[config.mk]
export PLATFORM = sky130hd
export DESIGN_NAME = ex_alu
export DESIGN_NICKNAME = d
export VERILOG_FILES = /design/src/verilog/ex_pkg.sv /design/src/verilog/ex_alu.sv
export SDC_FILE = /design/constraint.sdc
export NUM_CORES = 1
export LEC_CHECK = 0
export ABC_AREA = 1
export BUFFER_PORTS_ARGS = -buffer_cell sky130_fd_sc_hd__buf_2
export CAP_MARGIN = 5
export CORE_MARGIN = 8
export CORE_UTILIZATION = 60
export DETAILED_ROUTE_END_ITERATION = 10
export HOLD_SLACK_MARGIN = 0.02
export PLACE_DENSITY = 0.89
export SLEW_MARGIN = 0
export SYNTH_ARGS = -nofsm -noshare
export SYNTH_HDL_FRONTEND = slang
export SYNTH_SLANG_ARGS = --single-unit
[constraint.sdc]
create_clock -name clk -period 1.4 [get_ports clk]
set_clock_uncertainty 0.2 [all_clocks]
set_input_delay 0.07 -clock clk [delete_from_list [all_inputs] [get_ports clk]]
set_output_delay 0.07 -clock clk [all_outputs]
set_load 0.02 [all_outputs]
[src/verilog/ex_pkg.sv]
`default_nettype none

package ex_pkg;

  //////////////////////////////
  // Widths
  //////////////////////////////

  localparam int unsigned XLEN       = 32;  // Data word
  localparam int unsigned LANE_W     = 16;  // One vector lane
  localparam int unsigned REG_ADDR_W = 5;   // Register file address
  localparam int unsigned EX_OP_W    = 4;

  //////////////////////////////
  // Operation codes
  //////////////////////////////

  // ALU ops, bit 3 clear
  localparam logic [EX_OP_W-1:0] OP_ADD  = 4'd0;
  localparam logic [EX_OP_W-1:0] OP_SUB  = 4'd1;
  localparam logic [EX_OP_W-1:0] OP_AND  = 4'd2;
  localparam logic [EX_OP_W-1:0] OP_OR   = 4'd3;
  localparam logic [EX_OP_W-1:0] OP_XOR  = 4'd4;
  localparam logic [EX_OP_W-1:0] OP_SLL  = 4'd5;
  localparam logic [EX_OP_W-1:0] OP_SRL  = 4'd6;
  localparam logic [EX_OP_W-1:0] OP_SLTU = 4'd7;   // Unsigned compare, 0 or 1

  // Multiplier ops, bit 3 set
  localparam logic [EX_OP_W-1:0] OP_MUL  = 4'd8;   // Low word of a*b
  localparam logic [EX_OP_W-1:0] OP_MAC  = 4'd9;   // a*b + c
  // Codes 10 to 15 reserved

  //////////////////////////////
  // Word and lane views
  //////////////////////////////

  // Lane 1 sits in the high half
  typedef union packed {
    logic [XLEN-1:0]             word;
    logic [1:0][LANE_W-1:0]      lanes;
  } ex_word_u;

endpackage

`default_nettype wire

[src/verilog/ex_alu.sv]
`timescale 1ns/1ps
`default_nettype none

module ex_alu (
  input  logic                       clk,
  input  logic                       rst_n_i,
  input  logic                       alu_en_i,      // One pulse per accepted op
  input  logic [ex_pkg::EX_OP_W-1:0] op_i,
  input  logic                       vec_mode_i,    // Split add/sub into two lanes
  input  ex_pkg::ex_word_u           operand_a_i,
  input  ex_pkg::ex_word_u           operand_b_i,
  output ex_pkg::ex_word_u           alu_result_o   // Valid the cycle after enable
);

  import ex_pkg::*;

  ex_word_u                   lane_sum;     // Per lane add
  ex_word_u                   lane_diff;    // Per lane subtract
  ex_word_u                   result_d;
  logic [$clog2(XLEN)-1:0]    shamt;        // Low bits of b only

  assign shamt = operand_b_i.word[$clog2(XLEN)-1:0];

  //////////////////////////////
  // Vector lanes
  //////////////////////////////

  // Each lane wraps by itself
  always_comb begin
    for (int i = 0; i < XLEN / LANE_W; i++) begin
      lane_sum.lanes[i]  = operand_a_i.lanes[i] + operand_b_i.lanes[i];
      lane_diff.lanes[i] = operand_a_i.lanes[i] - operand_b_i.lanes[i];
    end
  end

  //////////////////////////////
  // Result select
  //////////////////////////////

  always_comb begin
    result_d.word = '0;   // Reserved codes give zero
    case (op_i)
      OP_ADD: begin
        if (vec_mode_i) begin
          result_d = lane_sum;
        end else begin
          result_d.word = operand_a_i.word + operand_b_i.word;
        end
      end
      OP_SUB: begin
        if (vec_mode_i) begin
          result_d = lane_diff;
        end else begin
          result_d.word = operand_a_i.word - operand_b_i.word;
        end
      end
      OP_AND:  result_d.word = operand_a_i.word & operand_b_i.word;
      OP_OR:   result_d.word = operand_a_i.word | operand_b_i.word;
      OP_XOR:  result_d.word = operand_a_i.word ^ operand_b_i.word;
      OP_SLL:  result_d.word = operand_a_i.word << shamt;
      OP_SRL:  result_d.word = operand_a_i.word >> shamt;   // Zero fill
      OP_SLTU: begin
        // Single flag bit, rest zero
        result_d.word = {{(XLEN-1){1'b0}}, (operand_a_i.word < operand_b_i.word)};
      end
      default: result_d.word = '0;
    endcase
  end

  // Holds last result between enables
  always_ff @(posedge clk or negedge rst_n_i) begin
    if (!rst_n_i) begin
      alu_result_o <= '0;
    end else if (alu_en_i) begin
      alu_result_o <= result_d;
    end
  end

endmodule

`default_nettype wire

==> results of run 1 <==
-- logic make-up after synthesis --
family | synth area share
multiplexers | 0.005445
XOR/XNOR | 0.004764
buffers and inverters | 0.1441
adder cells (fa/ha/maj) | 0.1298
AND/OR/NAND/NOR | 0.4536
flip-flops | 0.07260
AO/OA/AOI/OAI | 0.1898
-- what timing repair did --
| item | 4_1_cts |
|---|---|
| endpoints found under the setup margin | 32 |
| hold buffers | 2 |
| endpoints found under the hold margin | 34 |
| pin swaps | 93 |
| setup buffers | 25 |
| gates resized for setup | 326 |
| cloned | 1 |
-- layer usage --
layer  global-route usage  overflow
met2               0.9976       349
met4               0.8971       158
met5               0.6372         1
met3               0.8004        41
met1               0.8282        28
-- cells in the mapped netlist (2+ instances only) --
master,n
nand2_1,739
inv_1,271
nand3_1,230
nor2_1,190
ha_1,108
a21oi_1,99
o21ai_0,87
o21ai_1,73
buf_2,48
dfrtp_1,32
o211ai_1,29
clkbuf_1,26
o22ai_1,26
nand4_1,20
buf_1,18
o21a_1,17
nor3_1,15
inv_2,14
o21bai_1,10
a211oi_1,7
buf_6,6
mux2i_1,6
nand3b_1,6
a31oi_1,5
buf_4,5
xor2_1,5
fa_1,4
and2_1,3
nor2_2,3
nor4_1,3
o21ai_2,3
o221ai_1,3
or2_1,3
a21oi_2,2
and3_1,2
nor3b_1,2
o2111ai_1,2
-- through the flow --
step	util	TNS, ps	instances
after floorplan	-	-18080	2132
after global placement	0.8405	-28060	2819
after detailed placement	0.8405	-32950	2819
after CTS	0.9263	-16580	2855
==> flow_summary.ini, run 1 <==
[status]
status = stopped before the end
flow.stopped_at = global routing (5_1_grt)
stop_error = [ERROR GRT-0116] Global routing finished with congestion. Check the congestion regions in the DRC Viewer.

[cts]
numCtsBuffers = 5
cts-htree-levels = 2
cts_root_buf = clkbuf_16
clockBufferDepth = 2
cts.sinks = 32

[yosys]
syn_area_per_cell_um2 = 5.174
synth_fp_nets = 2316
synth-seq-cells = 32
ys.warnings.count = 0
synthDominantCellAreaShare = 0.2515
netlist_area_mm2 = 0.01103
synth_top_flop_cell = dfrtp_1
netlist_instances = 2132
synth-edff-count = 0
synth.area.top_cells = nand2_1, ha_1, nand3_1, inv_1, dfrtp_1
synth_cell_type_count = 47
yosysTopAreaCell = nand2_1
ys_seq_area_frac = 0.07260
synth_async_sr_flop_share = 1.000

[floorplan]
ios = 104
fp-row-count = 49
die_y_um = 151.6
die-width_um = 151.6
initial_core_util = 0.6120

[place]
dpl-instance-area_mm2 = 0.01515
place_ws_ps = -1367
finalWeightedCongestion = 1.244
dp_hpwl_mm = 50.01
port-buffer-count = 103

[grt]
overflow = 577
grt_max_degree = 70
track_usage = 0.8735
grt_pass1_wl_mm = 154.8
first_global_vias = 24820
==> run 2, diff against run 1 <==
--- a/config.mk
+++ b/config.mk
@@ -9,10 +9,9 @@
 export BUFFER_PORTS_ARGS = -buffer_cell sky130_fd_sc_hd__buf_2
 export CAP_MARGIN = 5
 export CORE_MARGIN = 8
-export CORE_UTILIZATION = 60
+export CORE_UTILIZATION = 40
 export DETAILED_ROUTE_END_ITERATION = 10
-export HOLD_SLACK_MARGIN = 0.02
-export PLACE_DENSITY = 0.89
+export PLACE_DENSITY_LB_ADDON = 0.15
 export SLEW_MARGIN = 0
 export SYNTH_ARGS = -nofsm -noshare
 export SYNTH_HDL_FRONTEND = slang
==> flow_summary.ini, run 2 <==
[route]
routed-via-count = 18120
postRouteAntennaNets = 0
wl_mm = 70.44
drt_iter0_markers = 2399
drt_first_pass_iters = 9
wl_per_cell_um = 22.60
drc = 0
routed_via_density = 5.813

[cts]
numCtsBuffers = 5
cts.clk_slew.worst_paths_ps = 60
clk_latency_ps = 280
cts_root_buf = clkbuf_16
cts.sinks = 32
clockBufferDepth = 2
cts-htree-levels = 2
cts_tree = done

[yosys]
synth-seq-cells = 32
synth_fp_nets = 2316
synth-simple-area-share = 0.4536
ys.warnings.count = 0
yosys-top-cells-count = nand2_1, inv_1, nand3_1
ys_seq_area_frac = 0.07260
synth_top_flop_cell = dfrtp_1
synthDominantCellAreaShare = 0.2515
synth_async_sr_flop_share = 1.000
syn_area_per_cell_um2 = 5.174
yosysTopAreaCell = nand2_1
synth_most_common_cell = nand2_1
synth_top_family_by_area = simple AND/OR/NAND/NOR gates
synth_xor_area_frac = 0.004764
synth-edff-count = 0
synth-compound-area-share = 0.1898
synth.area.top_cells = nand2_1, ha_1, nand3_1, inv_1, dfrtp_1
netlist_instances = 2132
synthAdderAreaFrac = 0.1298
netlist_area_mm2 = 0.01103
muxShareOfSynthArea = 0.005445
synth_cell_type_count = 47

[floorplan]
ios = 104
die_y_um = 182.1
die-width_um = 182.1
design.core.area_mm2 = 0.02703
fp-row-count = 60
die_area_mm2 = 0.03315
initial_core_util = 0.4081

[setup_path]
reg2reg_from = alu_result_o[23]$_DFFE_PN0P_
critPathMostFrequentCell = nand2_4
critPathLaunchType = input pin
cp.required_ps = 1370
cp-startpoint = operand_a_i[11]
reg2reg_depth = 2
cp_slowest_cell = ha_4
cp_max_fo = 8
crit_type = input pin to flop
cp_slowest_stage_delay_ps = 280
critPathCaptureType = flop
arrival_ps = 2190
cp_cell_sequence = buf_2 > inv_2 > ha_4 > buf_4 > nor2_4 > nand2_1 > inv_1 > nand2_2 > nor2_4 > nand2_4 > nand3_4 > nand2_4 > nand2_8 > nand2_4 > nand2_4 > nand3b_1 > nand2_1 > nand2_1

[final_layout]
top_register = alu_result_o
final_area_mm2 = 0.01969
largest_reg_flops = 32
layout_common_cells = nand2_1, buf_4, inv_1
final_common_cell = nand2_1
area_growth_pct = 78.52
final_nets = 2958
largestRegisters = alu_result_o: 32 flops
drive_gt1_frac = 0.4627

[place]
dpl-instance-area_mm2 = 0.01584
port-buffer-count = 103
dp_hpwl_mm = 53.43
finalWeightedCongestion = 1.078

[timing]
period_share = 1.584
post-route-min-period_ps = 2217
rsz0062_at_grt = true
relSlewSlack = 0.6496
setup_tns_ps = -17800
setup_viol = 32
final-max-slew-violation-count = 0
worst_slew_pin_slew_ps = 523.3
fin_ws_ps = -817.4
clock.fmax_mhz = 451.0
hold_viol = 0

[grt]
track_usage = 0.3877
overflow = 0
grt_pass1_wl_mm = 98.86
antenna_found_initial = 3
grt_max_degree = 62
first_global_vias = 16650

[power]
vdd_drop_max_mv = 0.4303
internal-power_uw = 5364
p_switching_uw = 5254
p_comb_frac = 0.771
p_per_area_mw_per_mm2 = 539.2
leakagePower_uw = 0.01025
power.share.clock = 0.125
p_seq_frac = 0.104
netSwitchingFraction = 0.4948

[worst_hold_path]
hold_start = alu_en_i
whs_path_depth = 4
hp-class = input pin to flop

[job]
maxCapViolCount = 0

[status]
status = finished, violations left
violations = setup timing
-- run 2: cell counts after synthesis --
Identical to the previous run, type by type.
-- run 2: per-stage QoR --
step                      setup slack [ps]  total power [uW]  instances    util  hold slack, ps
after floorplan                     -683.5              4028       2132       -          -425.6
after global placement               -1834              7119       3008  0.5862          -73.55
after detailed placement             -1796              7168       3008  0.5862          -70.23
after CTS                           -752.6              9394       3065  0.6634           36.71
after global routing                -804.5             11060       3116  0.7285           58.98
final                               -817.4             10620       3117  0.7286           22.37
-- run 2: area by class of cell --
type | instances | area (um2)
fill | 2252 | 7335
clock buffer | 5 | 125.1
timing repair buffer | 739 | 6107
tap | 341 | 426.7
multi-input combinational | 1710 | 11000
sequential | 32 | 800.8
clock inverter | 3 | 42.54
inverter | 286 | 1190
antenna | 1 | 2.502
-- run 2: layer usage --
layer | vias to the layer above | track usage | part of all wire
li1 | 8175 | - | -
met1 | 8285 | 0.5032 | 0.39
met2 | 1320 | 0.5839 | 0.41
met3 | 332 | 0.09414 | 0.12
met4 | 6 | 0.2079 | 0.070
met5 | - | 0 | 0.00062
-- run 2: path summary, 6_finish.rpt --
kind	endpoint	slack, ps
hold reg to reg	alu_result_o[9]$_DFFE_PN0P_	270
setup reg to reg	alu_result_o[23]$_DFFE_PN0P_	530
max in group asynchronous	alu_result_o[22]$_DFFE_PN0P_	500
hold / removal	alu_result_o[2]$_DFFE_PN0P_	20
min in group asynchronous	alu_result_o[7]$_DFFE_PN0P_	160
setup / recovery	alu_result_o[0]$_DFFE_PN0P_	-820
-- run 2: cells by family (layout without fill, tap and decap cells) --
| kind of cell | count (synthesis) | after routing |
|---|---|---|
| AOI/OAI and AO/OA | 368 | 368 |
| and+or+nand+nor | 1218 | 1218 |
| muxes | 6 | 6 |
| other | 0 | 1 |
| xor gates and xnor gates | 6 | 6 |
| DFF | 32 | 32 |
| adders and majority gates | 112 | 112 |
| buffers and inverters | 390 | 1033 |
-- run 2: critical path: cells and delay by family --
kind          cells  cell delay (ps)
simple gates     13             1400
buf+inv           4              450
fa+ha+maj         1              280
-- run 2: repair_timing --
action,in CTS,in global routing
buffers inserted,48,50
hold buffers,1,0
gates resized for setup,438,349
endpoints found under the setup margin,32,32
endpoints found under the hold margin,32,0
pin swaps,100,151
cloned,2,5
-- run 2: power groups by stage --
stage	logic [uW]	clock network, uW	registers, uW
5_1_grt	8590	1350	1120
6_report	8190	1330	1100
3_3_place_gp	6010	0	1110
2_1_floorplan	2780	0	1250
4_1_cts	6990	1310	1100
3_5_place_dp	6050	0	1120
No activity file was read; power rests on OpenSTA's default activity.
==> run 3, diff against run 2 <==
--- a/config.mk
+++ b/config.mk
@@ -8,6 +8,9 @@
 export ABC_AREA = 1
 export BUFFER_PORTS_ARGS = -buffer_cell sky130_fd_sc_hd__buf_2
 export CAP_MARGIN = 5
+export CELL_PAD_IN_SITES_DETAIL_PLACEMENT = 0
+export CELL_PAD_IN_SITES_GLOBAL_PLACEMENT = 1
+export CORE_ASPECT_RATIO = 0.9
 export CORE_MARGIN = 8
 export CORE_UTILIZATION = 40
 export DETAILED_ROUTE_END_ITERATION = 10
==> flow_summary.ini, run 3 (same netlist as run 2, synthesis figures left out) <==
[status]
status = finished, violations left
violations = setup timing

[power]
vdd_drop_max_mv = 0.4632
leakagePower_uw = 0.009549
p_per_area_mw_per_mm2 = 516.0

[setup_path]
reg2reg_slack_ps = 490
critPathLaunchType = input pin
worst_r2r_endpoint = alu_result_o[31]$_DFFE_PN0P_
cp.required_ps = 1420
reg2reg_from = alu_result_o[31]$_DFFE_PN0P_
reg2reg_depth = 2
cp-startpoint = operand_b_i[17]
critPathCaptureType = flop
arrival_ps = 2170
cp_max_fo = 2
crit_type = input pin to flop

[grt]
track_usage = 0.3543
antenna_found_initial = 1
overflow = 0
first_global_vias = 15460
grt_max_degree = 68
grt_pass1_wl_mm = 91.43

[timing]
setup_viol = 32
rsz0062_at_grt = true
hold_viol = 0
fin_ws_ps = -746.4
clock.fmax_mhz = 465.9
final-max-slew-violation-count = 0
period_share = 1.533
worst_slew_pin_slew_ps = 661.5
relSlewSlack = 0.5590
post-route-min-period_ps = 2146

[cts]
cts_root_buf = clkbuf_16
cts.clk_slew.worst_paths_ps = 60
clk_latency_ps = 290
cts_tree = done
cts.sinks = 32
numCtsBuffers = 5
clockBufferDepth = 2
cts-htree-levels = 2

[floorplan]
die_y_um = 173.5
initial_core_util = 0.4081
die-width_um = 191.0
design.core.area_mm2 = 0.02703
fp-row-count = 57
ios = 104
die_area_mm2 = 0.03315

[final_layout]
final_area_mm2 = 0.01808
largestRegisters = alu_result_o: 32 flops
drive_gt1_frac = 0.4146
multi_input_area_mm2 = 0.01064
final_common_cell = nand2_1
fill_cells = 2596
layout_common_cells = nand2_1, buf_4, inv_1
largest_reg_flops = 32
final_nets = 2854
top_register = alu_result_o
register_area_um2 = 800.8
area_growth_pct = 63.95

[route]
routed_via_density = 5.563
wl_mm = 62.45
wl_per_cell_um = 20.64
routed-via-count = 16830
wl_met2_mm = 26.52
postRouteAntennaNets = 0
drt_iter0_markers = 1968
met1_length_mm = 26.07
drt_first_pass_iters = 6
top_layer = met4
met3WireLength_mm = 6.272
drc = 0

[place]
place_ws_ps = -1696
port-buffer-count = 103
finalWeightedCongestion = 1.096
dpl-instance-area_mm2 = 0.01553
dp_hpwl_mm = 50.35

[job]
maxCapViolCount = 0

[worst_hold_path]
hp-class = input pin to async pin
## run 3: through the flow
step	setup TNS (ps)	total power [uW]	hold WS [ps]	cells	utilization
after floorplan	-18080	4028	-425.6	2132	-
after global placement	-32500	6886	-59.20	2974	0.5746
after detailed placement	-32600	6936	-47.20	2974	0.5746
after CTS	-19470	8520	188.1	2997	0.6180
after global routing	-21610	9854	215.1	3025	0.6690
final	-18730	9332	172.5	3026	0.6691
## run 3: report_power, final
part / total, uW / internal [uW] / switching [uW]
Sequential: 1110 / 1040 / 79.2
Clock: 1130 / 649 / 478
Combinational: 7090 / 2960 / 4130
## run 3: how the worst max path moves through the flow
stage | to | cells after the start
floorplan | alu_result_o[16]$_DFFE_PN0P_ | 19
global placement | alu_result_o[0]$_DFFE_PN0P_ | 16
detailed placement | alu_result_o[0]$_DFFE_PN0P_ | 16
CTS | alu_result_o[0]$_DFFE_PN0P_ | 19
global route | alu_result_o[0]$_DFFE_PN0P_ | 18
finish | alu_result_o[0]$_DFFE_PN0P_ | 16
## run 3: repair_timing
action | 4_1_cts | 5_1_grt
gates cloned | 1 | 2
setup buffers | 19 | 28
hold buffers | 2 | 0
endpoints found under the hold margin | 37 | 0
pin swaps | 61 | 124
setup endpoints to repair | 32 | 32
resized for setup | 241 | 336
## run 3: area by class of cell
| cell class | count | area share |
|---|---|---|
| inverter | 286 | 0.06296 |
| antenna | 2 | 0.0002767 |
| tap | 354 | 0.02449 |
| multi-input combinational | 1710 | 0.5882 |
| clock buffer | 6 | 0.007126 |
| timing repair buffer | 635 | 0.2724 |
| sequential | 32 | 0.04428 |
| clock inverter | 1 | 0.0002767 |
## run 3: metal layers
layer / global-route usage / up-vias
met5: 0 / -
li1: - / 7957
met2: 0.5312 / 993
met1: 0.4804 / 7711
met3: 0.06315 / 173
met4: 0.1693 / 0
## run 3: worst max-delay path, cell delays in order
cell      delay, ps
buf_2           130
inv_2            70
buf_4           140
ha_1            210
buf_4           150
a21oi_2         220
o21ai_4         110
a21oi_4         240
nand3_4         150
nand2_2         100
nand2_2          70
nand2_2          80
nand2_4          80
nand3b_1        200
nand2_1          80
nand2_1          70
