--- config.mk ---
export PLATFORM = sky130hd
export DESIGN_NAME = ex_dispatch_wb
export DESIGN_NICKNAME = d
export VERILOG_FILES = /design/src/verilog/ex_pkg.sv /design/src/verilog/ex_dispatch_wb.sv
export SDC_FILE = /design/constraint.sdc
export NUM_CORES = 1
export LEC_CHECK = 0
export BUFFER_PORTS_ARGS = -buffer_cell sky130_fd_sc_hd__buf_4
export CAP_MARGIN = 20
export CORE_UTILIZATION = 38
export CTS_BUF_LIST = sky130_fd_sc_hd__clkbuf_8
export DETAILED_ROUTE_END_ITERATION = 10
export GPL_ROUTABILITY_DRIVEN = 0
export PLACE_DENSITY = 0.89
export SYNTH_ARGS = -nofsm -noshare
export SYNTH_HDL_FRONTEND = slang
export SYNTH_SLANG_ARGS = --single-unit
export TNS_END_PERCENT = 5
--- constraint.sdc ---
create_clock -name clk -period 3.16 [get_ports clk]
set_input_delay 0.79 -clock clk [delete_from_list [all_inputs] [get_ports clk]]
set_output_delay 0.79 -clock clk [all_outputs]
set_load 0.005 [all_outputs]
--- src/verilog/ex_pkg.sv ---
`default_nettype none

package ex_pkg;

  //////////////////////////////
  // Widths
  //////////////////////////////

  localparam int unsigned XLEN       = 32;  // Data word
  localparam int unsigned LANE_W     = 16;  // One vector lane
  localparam int unsigned REG_ADDR_W = 5;   // Register file address
  localparam int unsigned EX_OP_W    = 4;

  //////////////////////////////
  // Operation codes
  //////////////////////////////

  // ALU ops, bit 3 clear
  localparam logic [EX_OP_W-1:0] OP_ADD  = 4'd0;
  localparam logic [EX_OP_W-1:0] OP_SUB  = 4'd1;
  localparam logic [EX_OP_W-1:0] OP_AND  = 4'd2;
  localparam logic [EX_OP_W-1:0] OP_OR   = 4'd3;
  localparam logic [EX_OP_W-1:0] OP_XOR  = 4'd4;
  localparam logic [EX_OP_W-1:0] OP_SLL  = 4'd5;
  localparam logic [EX_OP_W-1:0] OP_SRL  = 4'd6;
  localparam logic [EX_OP_W-1:0] OP_SLTU = 4'd7;   // Unsigned compare, 0 or 1

  // Multiplier ops, bit 3 set
  localparam logic [EX_OP_W-1:0] OP_MUL  = 4'd8;   // Low word of a*b
  localparam logic [EX_OP_W-1:0] OP_MAC  = 4'd9;   // a*b + c
  // Codes 10 to 15 reserved

  //////////////////////////////
  // Word and lane views
  //////////////////////////////

  // Lane 1 sits in the high half
  typedef union packed {
    logic [XLEN-1:0]             word;
    logic [1:0][LANE_W-1:0]      lanes;
  } ex_word_u;

endpackage

`default_nettype wire

--- src/verilog/ex_dispatch_wb.sv ---
`timescale 1ns/1ps
`default_nettype none

module ex_dispatch_wb (
  input  logic                          clk,
  input  logic                          rst_n_i,

  // Issue side
  input  logic                          valid_i,
  input  logic [ex_pkg::EX_OP_W-1:0]    op_i,
  input  logic [ex_pkg::REG_ADDR_W-1:0] waddr_i,
  output logic                          ready_o,

  // Unit enables
  output logic                          alu_en_o,
  output logic                          mult_en_o,

  // Unit results
  input  ex_pkg::ex_word_u              alu_result_i,
  input  ex_pkg::ex_word_u              mult_result_i,

  // Register file write port
  output logic                          wb_we_o,
  output logic [ex_pkg::REG_ADDR_W-1:0] wb_waddr_o,
  output logic [ex_pkg::XLEN-1:0]       wb_wdata_o
);

  import ex_pkg::*;

  logic                    is_mult;       // Bit 3 marks the multiplier
  logic                    accept;

  // ALU track, 1 deep
  logic                    alu_v_q;
  logic [REG_ADDR_W-1:0]   alu_waddr_q;

  // Multiplier track, 2 deep, index 1 is the output end
  logic [1:0]                   mult_v_q;
  logic [1:0][REG_ADDR_W-1:0]   mult_waddr_q;

  //////////////////////////////
  // Issue and ready
  //////////////////////////////

  assign is_mult = op_i[EX_OP_W-1];

  // ALU right behind a MUL/MAC would land on the same write cycle
  assign ready_o   = !(valid_i && !is_mult && mult_v_q[0]);
  assign accept    = valid_i & ready_o;
  assign alu_en_o  = accept & ~is_mult;
  assign mult_en_o = accept & is_mult;

  //////////////////////////////
  // Destination tracking
  //////////////////////////////

  always_ff @(posedge clk or negedge rst_n_i) begin
    if (!rst_n_i) begin
      alu_v_q  <= 1'b0;
      mult_v_q <= 2'b00;
    end else begin
      alu_v_q  <= alu_en_o;
      mult_v_q <= {mult_v_q[0], mult_en_o};   // Shift towards write port
    end
  end

  // Addresses follow the valid bits
  always_ff @(posedge clk) begin
    if (alu_en_o) begin
      alu_waddr_q <= waddr_i;
    end
    if (mult_en_o) begin
      mult_waddr_q[0] <= waddr_i;
    end
    if (mult_v_q[0]) begin
      mult_waddr_q[1] <= mult_waddr_q[0];
    end
  end

  //////////////////////////////
  // Write port merge
  //////////////////////////////

  // At most one track valid per cycle
  assign wb_we_o    = alu_v_q | mult_v_q[1];
  assign wb_waddr_o = mult_v_q[1] ? mult_waddr_q[1] : alu_waddr_q;
  assign wb_wdata_o = mult_v_q[1] ? mult_result_i.word : alu_result_i.word;

endmodule

`default_nettype wire

After elaboration in Yosys (flattened, before gate mapping)

Index checks and enable logic that the tools add are counted.

Multiplexer cells: 2
Bitwise logic cells: 5
Reduce and logical (&&, ||, !) cells: 4

Operators with widths:

| operator          | count |
|---|---|
| $mux 32           | 1 |
| $mux 5            | 1 |
| $and 1x1->1       | 3 |
| $logic_and 1x1->1 | 2 |
| $logic_not 1->1   | 2 |
| $not 1->1         | 1 |
| $or 1x1->1        | 1 |

Flip-flop bits (word level): 18
Input port bits: 76
Output and inout bits: 41
Logic and storage cells: 16

Logic depth before layout (Yosys ltp)

Gate-level depths: netlist of run 1.

Depth after elaboration: 6
Gate-level depth with buffers: 3
Mapped depth without buffers: 1

Worst setup path before layout of run 1

Ideal clock, no wire load.

Kind: input to output
Start: input port op_i[3] (netlist bit)
End: output port alu_en_o
Arrival: 1401 ps
Slack: 969 ps
Cell stages on the path: 1
Cell sequence: nor3b_1

Word-level cells in the longest chain between the ends: 6
Elaborated cells between the ends (all ways): 7
Those cells by class: bitwise: 3; reduce/logical: 4

RTL lines:

| what                           | line                 | text |
|---|---|---|
| start, declared                | ex_dispatch_wb.sv:10 | `input logic [ex_pkg::EX_OP_W-1:0] op_i,` |
| $logic_not 1->1                | ex_dispatch_wb.sv:48 | `assign ready_o = !(valid_i && !is_mult && mult_v_q[0]);` |
| $logic_and 1x1->1 (2 in a row) | ex_dispatch_wb.sv:48 |  |
| $logic_not 1->1                | ex_dispatch_wb.sv:48 |  |
| $and 1x1->1                    | ex_dispatch_wb.sv:49 | `assign accept = valid_i & ready_o;` |
| $and 1x1->1 (*)                | ex_dispatch_wb.sv:50 | `assign alu_en_o = accept & ~is_mult;` |
| end, declared                  | ex_dispatch_wb.sv:15 | `output logic alu_en_o,` |

Every way passes the cells marked *; elsewhere a longest branch is shown, timed or not.

Worst setup path after layout of run 1

Start: register mult_v_q[1]
End: output port wb_wdata_o[19] (netlist bit)

Word-level cells in the longest chain between the ends: 1

RTL lines:

| what                   | line                 | text |
|---|---|---|
| start, declared        | ex_dispatch_wb.sv:38 | `logic [1:0] mult_v_q;` |
| start signal, assigned | ex_dispatch_wb.sv:63 | `mult_v_q <= {mult_v_q[0], mult_en_o};` |
| $mux 32                | ex_dispatch_wb.sv:87 | `assign wb_wdata_o = mult_v_q[1] ? mult_result_i.word : alu_result_i.word;` |
| end, declared          | ex_dispatch_wb.sv:25 | `output logic [ex_pkg::XLEN-1:0] wb_wdata_o` |

No other way between the ends.

==> qor.csv, run 1 <==
stage,metric,value,unit
sta,min Tclk post-route,2490,ps
clock_tree,Post-CTS Hold Fix Bufs,0,
route,vias per cell,4.68,
placement,DP Cell Count,205,
clock_tree,cts repair resizes,0,
die,initial core utilization,41.7,%
clock_tree,# H-tree levels,1,
setup_path,"delay-heaviest family, CP",flip-flops,
setup_path,"slowest stage delay, CP",680,ps
placement,HPWL after detailed placement,2800,um
global_route,antenna violations before repair,0,
route,routed vias,979,
setup_path,CP Capture Type,output pin,
setup_path,"critical path fanouts, max",23,
synth,Synth Area in Compound Gates,0,%
placement,Port Buf Inserts,113,
setup_path,r2r setup slk,1900,ps
sta,Max Slew Vio Count,0,
clock_tree,CTS Buf Count,3,
pwr,internal power,0.507,mW
setup_path,R2R cell count,2,
route,Pre-antenna DRT Iters,3,
clock_tree,"Clk Latency, worst-skew pair",240,ps
synth,Yosys cell types,10,
die,Die X,55.3,um
synth,mux cell area share after synthesis,45.2,%
synth,Post-Syn Area,1080,um2
synth,register area share after synthesis,48.7,%
worst_hold_path,worst hold path type,in2async,
route,final WL,3280,um
setup_path,Worst Setup EP,wb_wdata_o[19],
setup_path,Buffers & Inverters on Critical Path,2,
pwr,Switch Pwr,0.130,mW
setup_path,Critical Path RT,2370,ps
final_layout,layout cells sized above 1,87.7,%
setup_path,most frequent CP cell,buf_4,
die,core area,2590,um2
sta,worst-margin pin slew,496,ps
synth,post-synthesis xor/xnor area fraction,0,%
clock_tree,Sink Count,18,
setup_path,CP Class,reg2out,
clock_tree,CTS tree,built,
final_layout,Final #Nets,256,
die,die area,3060,um2
clock_tree,clock transition at the registers of the reported paths,60,ps
sta,Max Fclk,0.402,GHz
sta,skew final,4.92,ps
final_layout,Final Util,77.1,%
status,status,completed,
setup_path,Worst EP arrival,1700,ps
sta,"Hold Vio Cnt, Final",0,
pwr,Worst VDD drop,0.428,mV
setup_path,Reg-to-Reg End,alu_waddr_q[0],
global_route,number of global-route vias before repair,1044,
synth,Post-Synth Adder-Cell Area,0,%
synth,Post-Synthesis Net Count,139,
die,row cnt,18,
clock_tree,Clock Root Buffer,clkbuf_8,
setup_path,CP startpoint,mult_v_q[1],
setup_path,worst reg2reg startpoint,mult_v_q[0],
global_route,pin count of the biggest net entering global routing,24,
final_layout,Area Overhead vs Synth,84.8,%
sta,period utilisation layout,78.8,%
clock_tree,setup bufs post-CTS,0,
pwr,Power Density,319,nW/um2
sta,Setup Viol. Count Final,0,
sta,Slew HR,66.9,%
sta,RSZ-0062 raised after global routing,false,
pwr,clock group share of total power,23.5,%
pwr,part of the power in registers,44.4,%
setup_path,critical path depth,3,
global_route,total grt overflow,0,
synth,synthesis warning total,0,
synth,Syn Area/Cell,17.1,um2
route,drt wl/cell,15.7,um
clock_tree,Clock Tree Buf Depth,2,
synth,Mapped Cells,63,
synth,largest family of logic cells by synthesized area,multiplexers,
flow_run,Max-cap violations,0,
pwr,Leak Pwr,0.982,nW
global_route,first-pass GRT wire length,5050,um
final_layout,Filler cells,175,
route,Detail Route Antenna Nets,0,
route,1st-iter DRT viols,39,
die,# IOs,117,
pwr,Net Sw Frac,20.4,%
synth,simple-gate share of the synthesized area,2.55,%
final_layout,multi-input logic area,515,um2
setup_path,critical path cell sequence,buf_4 -> mux2_4 -> buf_4,
synth,#FFs+latches synth,18,
die,Die H,55.3,um
final_layout,# diodes,0,
setup_path,Setup crit start kind,register,
global_route,GRT Util Overall,20.8,%
final_layout,FF/Latch Area,527,um2
final_layout,Final Non-Filler Cells,209,
sta,Final TNS setup,0,ps
route,Remaining DRCs,0,
pwr,combinational power share,32.1,%
setup_path,CP max stage cell,dfrtp_2,
==> flip-flops by register name, indices dropped and copies added, names as in the netlist <==
signal,flops
mult_v_q,2
alu_waddr_q,5
alu_v_q,1
mult_waddr_q,10
==> worst min-delay path by stage <==
| stage | from | slack [ps] | cells after the start | endpoint |
|---|---|---|---|---|
| 2_1_floorplan | mult_waddr_q[0] | 400 | 0 | mult_waddr_q[5] |
| 5_1_grt | rst_n_i | 320 | 1 | mult_v_q[1] |
| 4_1_cts | rst_n_i | 320 | 1 | mult_v_q[1] |
| 3_5_place_dp | mult_waddr_q[0] | 410 | 0 | mult_waddr_q[5] |
| 3_3_place_gp | mult_waddr_q[3] | 400 | 0 | mult_waddr_q[8] |
| 6_report | rst_n_i | 330 | 1 | mult_v_q[1] |
==> placed cells by master (no fill, tap or decap) <==
master      n
buf_4     116
mux2_4     19
mux2_2     18
edfxtp_1   15
clkbuf_8    3
dfrtp_1     2
or2_1       1
nand3b_1    1
nor3b_1     1
and2_1      1
inv_1       1
dfrtp_2     1
==> power groups by stage <==
stage	clock, mW	combinational (mW)	sequential, mW
global route	0.163	0.216	0.284
detailed placement	0	0.205	0.288
global placement	0	0.200	0.287
CTS	0.154	0.206	0.283
floorplan	0	0.0760	0.281
finish	0.149	0.204	0.283
==> kinds of logic after synthesis <==
group	Yosys count
buf+inv	4
flops	18
mux	37
simple gates	4
==> area by class of cell <==
| class | instances | share of cell area (%) |
|---|---|---|
| multi-input cells | 41 | 25.8 |
| repair buffers | 116 | 43.6 |
| well taps | 30 | 1.88 |
| flip-flops and latches | 18 | 26.4 |
| clock buffers | 3 | 2.07 |
| clock inverters | 1 | 0.188 |
==> routing by layer <==
layer  wire [um]  GRT usage (%)  part of all wire [%]
met1        1150           22.6                    35
met2        1810           39.6                    55
met3         234           4.45                   7.1
met4          87           6.79                   2.7
met5           0              0                     0
==> Yosys cell counts <==
| cell type | number | share of area, % |
|---|---|---|
| and2_1 | 1 | 0.58 |
| buf_2 | 1 | 0.46 |
| buf_6 | 3 | 3.1 |
| dfrtp_1 | 3 | 7.0 |
| edfxtp_1 | 15 | 42 |
| mux2_2 | 18 | 19 |
| mux2_4 | 19 | 26 |
| nand3b_1 | 1 | 0.70 |
| nor3b_1 | 1 | 0.70 |
| or2_1 | 1 | 0.58 |
==> stage by stage <==
step	cell area, um2	power, mW	hold slack [ps]	setup WS, ps
after floorplan	1080	0.357	400	969
after global placement	1950	0.486	400	965
after detailed placement	1950	0.493	405	918
after CTS	2000	0.643	320	658
after global routing	2000	0.664	323	599
final	2000	0.637	325	671
No activity file was read; power rests on OpenSTA's default activity.
==> run 2, diff against run 1 <==
--- a/config.mk
+++ b/config.mk
@@ -7,11 +7,11 @@
 export LEC_CHECK = 0
 export BUFFER_PORTS_ARGS = -buffer_cell sky130_fd_sc_hd__buf_4
 export CAP_MARGIN = 20
-export CORE_UTILIZATION = 38
+export CORE_UTILIZATION = 32
 export CTS_BUF_LIST = sky130_fd_sc_hd__clkbuf_8
 export DETAILED_ROUTE_END_ITERATION = 10
 export GPL_ROUTABILITY_DRIVEN = 0
-export PLACE_DENSITY = 0.89
+export PLACE_DENSITY = 0.8
 export SYNTH_ARGS = -nofsm -noshare
 export SYNTH_HDL_FRONTEND = slang
 export SYNTH_SLANG_ARGS = --single-unit
==> constraint.sdc (replaced) <==
create_clock -name clk -period 2.1 [get_ports clk]
set_input_delay 0.525 -clock clk [delete_from_list [all_inputs] [get_ports clk]]
set_output_delay 0.525 -clock clk [all_outputs]
set_load 0.005 [all_outputs]
==> run 2 against run 1 <==
  * Flip-flop and latch count did not move
  * Core utilization fell by 12 points
  * Power rose by 52%
  * Design area rose by 1.5%
  * Sequential share of layout area down 0.39 points
  * Cell count up 6.7%
  * Combinational power rose by 54%
  * Clock power grew 58%
  * Critical path type unchanged
==> qor.csv, run 2 (same netlist as run 1, synthesis figures left out) <==
stage,metric,value,unit,change
setup_path,Worst EP arrival,1340,ps,-360 ps
pwr,Total Power,0.970,mW,+52%
setup_path,critical path cell sequence,buf_12 -> mux2_2 -> buf_4,,
clock_tree,Sink Count,18,,unchanged
setup_path,Critical Path RT,1570,ps,-800 ps
setup_path,CP max stage cell,dfrtp_2,,
die,Die H,60.1,um,+8.7%
global_route,GRT Util Overall,17.1,%,-3.7 points
sta,RSZ-0062 raised after global routing,false,,
sta,Setup Viol. Count Final,0,,unchanged
setup_path,Buffers & Inverters on Critical Path,2,,unchanged
sta,min Tclk post-route,1870,ps,
final_layout,largest registers,"mult_waddr_q x10, alu_waddr_q x5, mult_v_q x2",,
setup_path,"slowest stage delay, CP",380,ps,-300 ps
worst_hold_path,worst hold path type,in2async,,
final_layout,Final #Nets,256,,unchanged
global_route,first-pass GRT wire length,4550,um,-10%
route,1st-iter DRT viols,19,,-51%
flow_run,Max-cap violations,0,,unchanged
pwr,internal power,0.765,mW,+51%
clock_tree,CTS Buf Count,3,,unchanged
clock_tree,"Clk Latency, worst-skew pair",250,ps,about the same
pwr,Power Density,479,nW/um2,+50%
route,vias per cell,4.45,,-4.9%
pwr,Net Sw Frac,21.1,%,+0.67 points
clock_tree,Post-CTS Hold Fix Bufs,0,,unchanged
sta,Final TNS setup,0,ps,unchanged
final_layout,Area Overhead vs Synth,87.6,%,
route,final WL,3180,um,-3.1%
sta,"Hold Vio Cnt, Final",0,,unchanged
route,Remaining DRCs,0,,unchanged
global_route,number of global-route vias before repair,995,,-4.7%
setup_path,"critical path fanouts, max",28,,+22%
final_layout,largest register by flop count,mult_waddr_q,,
final_layout,most frequent cells in the layout,"115 x buf_4, 19 x mux2_4, 18 x mux2_2, 15 x edfxtp_1, 3 x clkbuf_8",,
pwr,clock group share of total power,24.4,%,+0.9 points
clock_tree,# H-tree levels,1,,unchanged
clock_tree,Clock Tree Buf Depth,2,,unchanged
sta,Hold Slack,55.3,ps,-270 ps
sta,skew final,7.08,ps,+2.16 ps
global_route,total grt overflow,0,,unchanged
route,Pre-antenna DRT Iters,3,,unchanged
pwr,Worst VDD drop,0.427,mV,-0.16%
die,# IOs,117,,unchanged
pwr,part of the power in registers,43.2,%,-1.2 points
clock_tree,clock transition at the registers of the reported paths,60,ps,about the same
final_layout,"most common cell after layout, fill and taps aside",buf_4,,
clock_tree,Clock Root Buffer,clkbuf_8,,
sta,Max Fclk,0.536,GHz,
pwr,Leak Pwr,0.981,nW,about the same
setup_path,CP Class,reg2out,,
setup_path,Setup crit start kind,register,,
final_layout,layout cells sized above 1,87.7,%,unchanged
clock_tree,cts repair resizes,0,,unchanged
die,core area,3130,um2,+21%
die,row cnt,20,,+2
placement,Port Buf Inserts,113,,unchanged
setup_path,"delay-heaviest family, CP",flip-flops,,
final_layout,Final Util,64.8,%,-12 points
route,drt wl/cell,14.3,um,-9.2%
route,routed vias,993,,+1.4%
setup_path,CP Capture Type,output pin,,
die,die area,3610,um2,+18%
route,Detail Route Antenna Nets,0,,unchanged
pwr,combinational power share,32.5,%,+0.4 points
die,Die X,60.1,um,+8.7%
clock_tree,CTS tree,built,,
clock_tree,setup bufs post-CTS,0,,unchanged
sta,worst-margin pin slew,304,ps,-192 ps
sta,Max Slew Vio Count,0,,unchanged
pwr,Switch Pwr,0.204,mW,+57%
global_route,pin count of the biggest net entering global routing,29,,+21%
status,status,completed,,
sta,period utilisation layout,88.9,%,
die,initial core utilization,34.5,%,-7.2 points
global_route,antenna violations before repair,0,,unchanged
final_layout,# diodes,0,,unchanged
sta,Slew HR,79.7,%,+13 points
final_layout,Largest register FFs,10,,unchanged
run 2: cell count changes in the layout (fill, tap and decap cells not counted):
cell / before / now
buf_4: 116 / 115
buf_12: 0 / 1
inv_1: 1 / 0
clkinv_1: 0 / 1
run 2: worst register-to-register path, delay by kind of cell (launching register included):
| kind | cells | cell delay [ps] |
|---|---|---|
| flops | 1 | 480 |
| buf+inv | 1 | 220 |
| simple gates | 1 | 310 |
run 2: stage by stage:
step / area (um2) / std cells / worst slack, ps
2_1_floorplan: 1080 / 63 / 439
3_3_place_gp: 1980 / 219 / 494
3_5_place_dp: 1980 / 219 / 477
4_1_cts: 2030 / 223 / 224
5_1_grt: 2030 / 223 / 171
6_report: 2030 / 223 / 233
run 2: worst paths after layout:
kind                                  from               to  slack, ps  cells past startpoint
max                            mult_v_q[1]    wb_wdata_o[1]        230                      3
min                                rst_n_i      mult_v_q[0]         60                      1
max in group asynchronous          rst_n_i      mult_v_q[1]       1940                      1
min reg2reg                mult_waddr_q[2]  mult_waddr_q[7]        420                      0
min in group clk           mult_waddr_q[2]  mult_waddr_q[7]        420                      0
max reg2reg                    mult_v_q[0]   alu_waddr_q[4]        810                      2
run 2: final cells by class:
class	count	area (um2)
Clock buffer	3	41.3
Fill cell	270	1100
Tap cell	44	55.1
Multi-Input combinational cell	41	515
Sequential cell	18	527
Clock inverter	1	3.75
Timing Repair Buffer	116	883
run 2: power groups by stage:
| stage | logic, mW | clock network, mW | registers (mW) |
|---|---|---|---|
| 2_1_floorplan | 0.114 | 0 | 0.423 |
| 6_report | 0.315 | 0.236 | 0.419 |
| 5_1_grt | 0.335 | 0.255 | 0.421 |
| 4_1_cts | 0.319 | 0.240 | 0.419 |
| 3_5_place_dp | 0.318 | 0 | 0.427 |
| 3_3_place_gp | 0.310 | 0 | 0.425 |
run 2: layer usage:
metal	GRT usage, %	routed length (um)
met4	3.99	11
met3	1.95	232
met1	19.0	1120
met2	34.0	1820
met5	0	0
==> run 3, diff against run 2 <==
--- a/config.mk
+++ b/config.mk
@@ -7,10 +7,12 @@
 export LEC_CHECK = 0
 export BUFFER_PORTS_ARGS = -buffer_cell sky130_fd_sc_hd__buf_4
 export CAP_MARGIN = 20
+export CORE_MARGIN = 5
 export CORE_UTILIZATION = 32
 export CTS_BUF_LIST = sky130_fd_sc_hd__clkbuf_8
 export DETAILED_ROUTE_END_ITERATION = 10
 export GPL_ROUTABILITY_DRIVEN = 0
+export HOLD_SLACK_MARGIN = 0.08
 export PLACE_DENSITY = 0.8
 export SYNTH_ARGS = -nofsm -noshare
 export SYNTH_HDL_FRONTEND = slang
==> run 3 against run 2 <==
  * Design area rose by 0.25%
  * Flip-flop and latch count stayed put
  * Global-route usage decreased by 2.6 points
  * Setup slack lost 42 ps
  * Combinational power barely moved
  * Critical path depth is the same
  * Clock-buffer cell count unchanged
  * Power is 0.51% lower
  * Cell count increased by 0.90%
  * Non-clock buffer count unchanged
  * Sequential power is essentially flat
  * Largest cell class unchanged
==> qor.csv, run 3 (same netlist as run 1, synthesis figures left out) <==
stage,metric,value,unit,change
status,status,completed,,
sta,skew final,0.973,ps,-6.11 ps
route,final WL,3710,um,+17%
clock_tree,Sink Count,18,,unchanged
sta,RSZ-0062 raised after global routing,false,,
die,Die H,68.1,um,+13%
final_layout,largest register by flop count,mult_waddr_q,,
pwr,Leak Pwr,0.980,nW,about the same
route,drt wl/cell,16.5,um,+16%
clock_tree,# H-tree levels,1,,unchanged
final_layout,Largest register FFs,10,,unchanged
die,initial core utilization,32.6,%,-1.9 points
placement,Port Buf Inserts,113,,unchanged
global_route,total grt overflow,0,,unchanged
die,die area,4640,um2,+28%
final_layout,layout cells sized above 1,87.2,%,-0.56 points
setup_path,Worst EP arrival,1380,ps,+40 ps
final_layout,"most common cell after layout, fill and taps aside",buf_4,,
sta,min setup slack post-route,191,ps,-42.3 ps
placement,DP Cell Count,220,,+0.46%
global_route,GRT Util Overall,14.5,%,-2.6 points
global_route,number of global-route vias before repair,979,,-1.6%
die,row cnt,21,,+5.0%
route,vias per cell,4.46,,+0.21%
sta,"Hold Vio Cnt, Final",0,,unchanged
route,1st-iter DRT viols,35,,+16
setup_path,Setup crit start kind,register,,
placement,HPWL after detailed placement,3190,um,
route,Remaining DRCs,0,,unchanged
sta,worst-margin pin slew,286,ps,-17.6 ps
final_layout,Filler cells,289,,+7.0%
die,core area,3310,um2,+5.8%
sta,Max Fclk,0.524,GHz,-2.2%
route,Pre-antenna DRT Iters,3,,unchanged
worst_hold_path,worst hold path type,reg2reg,,
route,Detail Route Antenna Nets,0,,unchanged
clock_tree,Clock Tree Buf Depth,2,,unchanged
final_layout,Area Overhead vs Synth,88.1,%,
final_layout,# diodes,0,,unchanged
setup_path,"critical path fanouts, max",38,,+36%
clock_tree,Post-CTS Hold Fix Bufs,1,,+1
sta,Max Slew Vio Count,0,,unchanged
sta,Slew HR,80.9,%,+1.2 points
final_layout,largest registers,"mult_waddr_q x10, alu_waddr_q x5, mult_v_q x2",,
pwr,Worst VDD drop,0.344,mV,-19%
clock_tree,clock transition at the registers of the reported paths,60,ps,about the same
sta,min Tclk post-route,1910,ps,+42.3 ps
die,Die X,68.1,um,+13%
clock_tree,setup bufs post-CTS,0,,unchanged
route,routed vias,1004,,+1.1%
clock_tree,"Clk Latency, worst-skew pair",250,ps,about the same
global_route,first-pass GRT wire length,5000,um,+10%
clock_tree,CTS tree,built,,
sta,Setup Viol. Count Final,0,,unchanged
final_layout,most frequent cells in the layout,"114 x buf_4, 19 x mux2_4, 18 x mux2_2, 15 x edfxtp_1, 3 x clkbuf_8",,
setup_path,CP Capture Type,output pin,,
final_layout,multi-input logic area,515,um2,unchanged
global_route,antenna violations before repair,0,,unchanged
setup_path,CP Class,reg2out,,
placement,dpl ws,452,ps,-24.9 ps
pwr,Power Density,475,nW/um2,-0.75%
placement,placed inst area,1980,um2,-0.25%
final_layout,Final Non-Filler Cells,225,,+0.90%
clock_tree,cts repair resizes,0,,unchanged
die,# IOs,117,,unchanged
final_layout,Final #Nets,256,,unchanged
final_layout,"Design Area, Final",2030,um2,+0.25%
sta,period utilisation layout,90.9,%,+2.0 points
clock_tree,CTS Buf Count,3,,unchanged
global_route,pin count of the biggest net entering global routing,39,,+34%
flow_run,Max-cap violations,0,,unchanged
pwr,Total Power,0.965,mW,-0.51%
setup_path,Critical Path RT,1570,ps,about the same
final_layout,FF/Latch Area,527,um2,unchanged
clock_tree,Clock Root Buffer,clkbuf_8,,
sta,Final TNS setup,0,ps,unchanged
run 3: final timing paths:
path / start / depth (start not counted) / end / slack [ps]
worst min-delay path: mult_waddr_q[0] / 0 / mult_waddr_q[5] / 420
max in group asynchronous: rst_n_i / 2 / mult_v_q[1] / 1400
worst max register to register: mult_v_q[0] / 2 / alu_waddr_q[4] / 840
min in group asynchronous: rst_n_i / 2 / mult_v_q[0] / 590
worst max-delay path: mult_v_q[1] / 3 / wb_wdata_o[0] / 190
worst min register to register: mult_waddr_q[0] / 0 / mult_waddr_q[5] / 420
run 3: cell type report:
type / count / area share [%]
multi-input combinational: 41 / 25.4
clock inverter: 1 / 0.185
tap: 46 / 2.83
clock buffer: 3 / 2.03
timing repair buffer: 116 / 43.6
sequential: 18 / 25.9
run 3: power breakdown:
group / total (mW) / switching, mW / leakage, nW / internal [mW]
Clock: 0.230 / 0.101 / 0.0231 / 0.130
Combinational: 0.316 / 0.0910 / 0.779 / 0.225
Sequential: 0.418 / 0.00721 / 0.178 / 0.411
run 3: metrics by stage:
stage | hold slack [ps] | util, %
2_1_floorplan | 229 | -
3_3_place_gp | 318 | 59.7
3_5_place_dp | 319 | 59.7
4_1_cts | 422 | 61.3
5_1_grt | 438 | 61.3
6_report | 421 | 61.3
run 3: critical path, stage by stage (launching register included):
cell and delay (ps):
dfrtp_2 370, buf_12 240, mux2_2 380, buf_4 140
run 3: metal layers:
layer	share of wire, %	track usage, %	up-vias
met2	51	25.0	62
met1	33	16.4	459
li1	-	-	474
met5	0	0	-
met3	14	4.93	9
met4	1.6	5.46	0
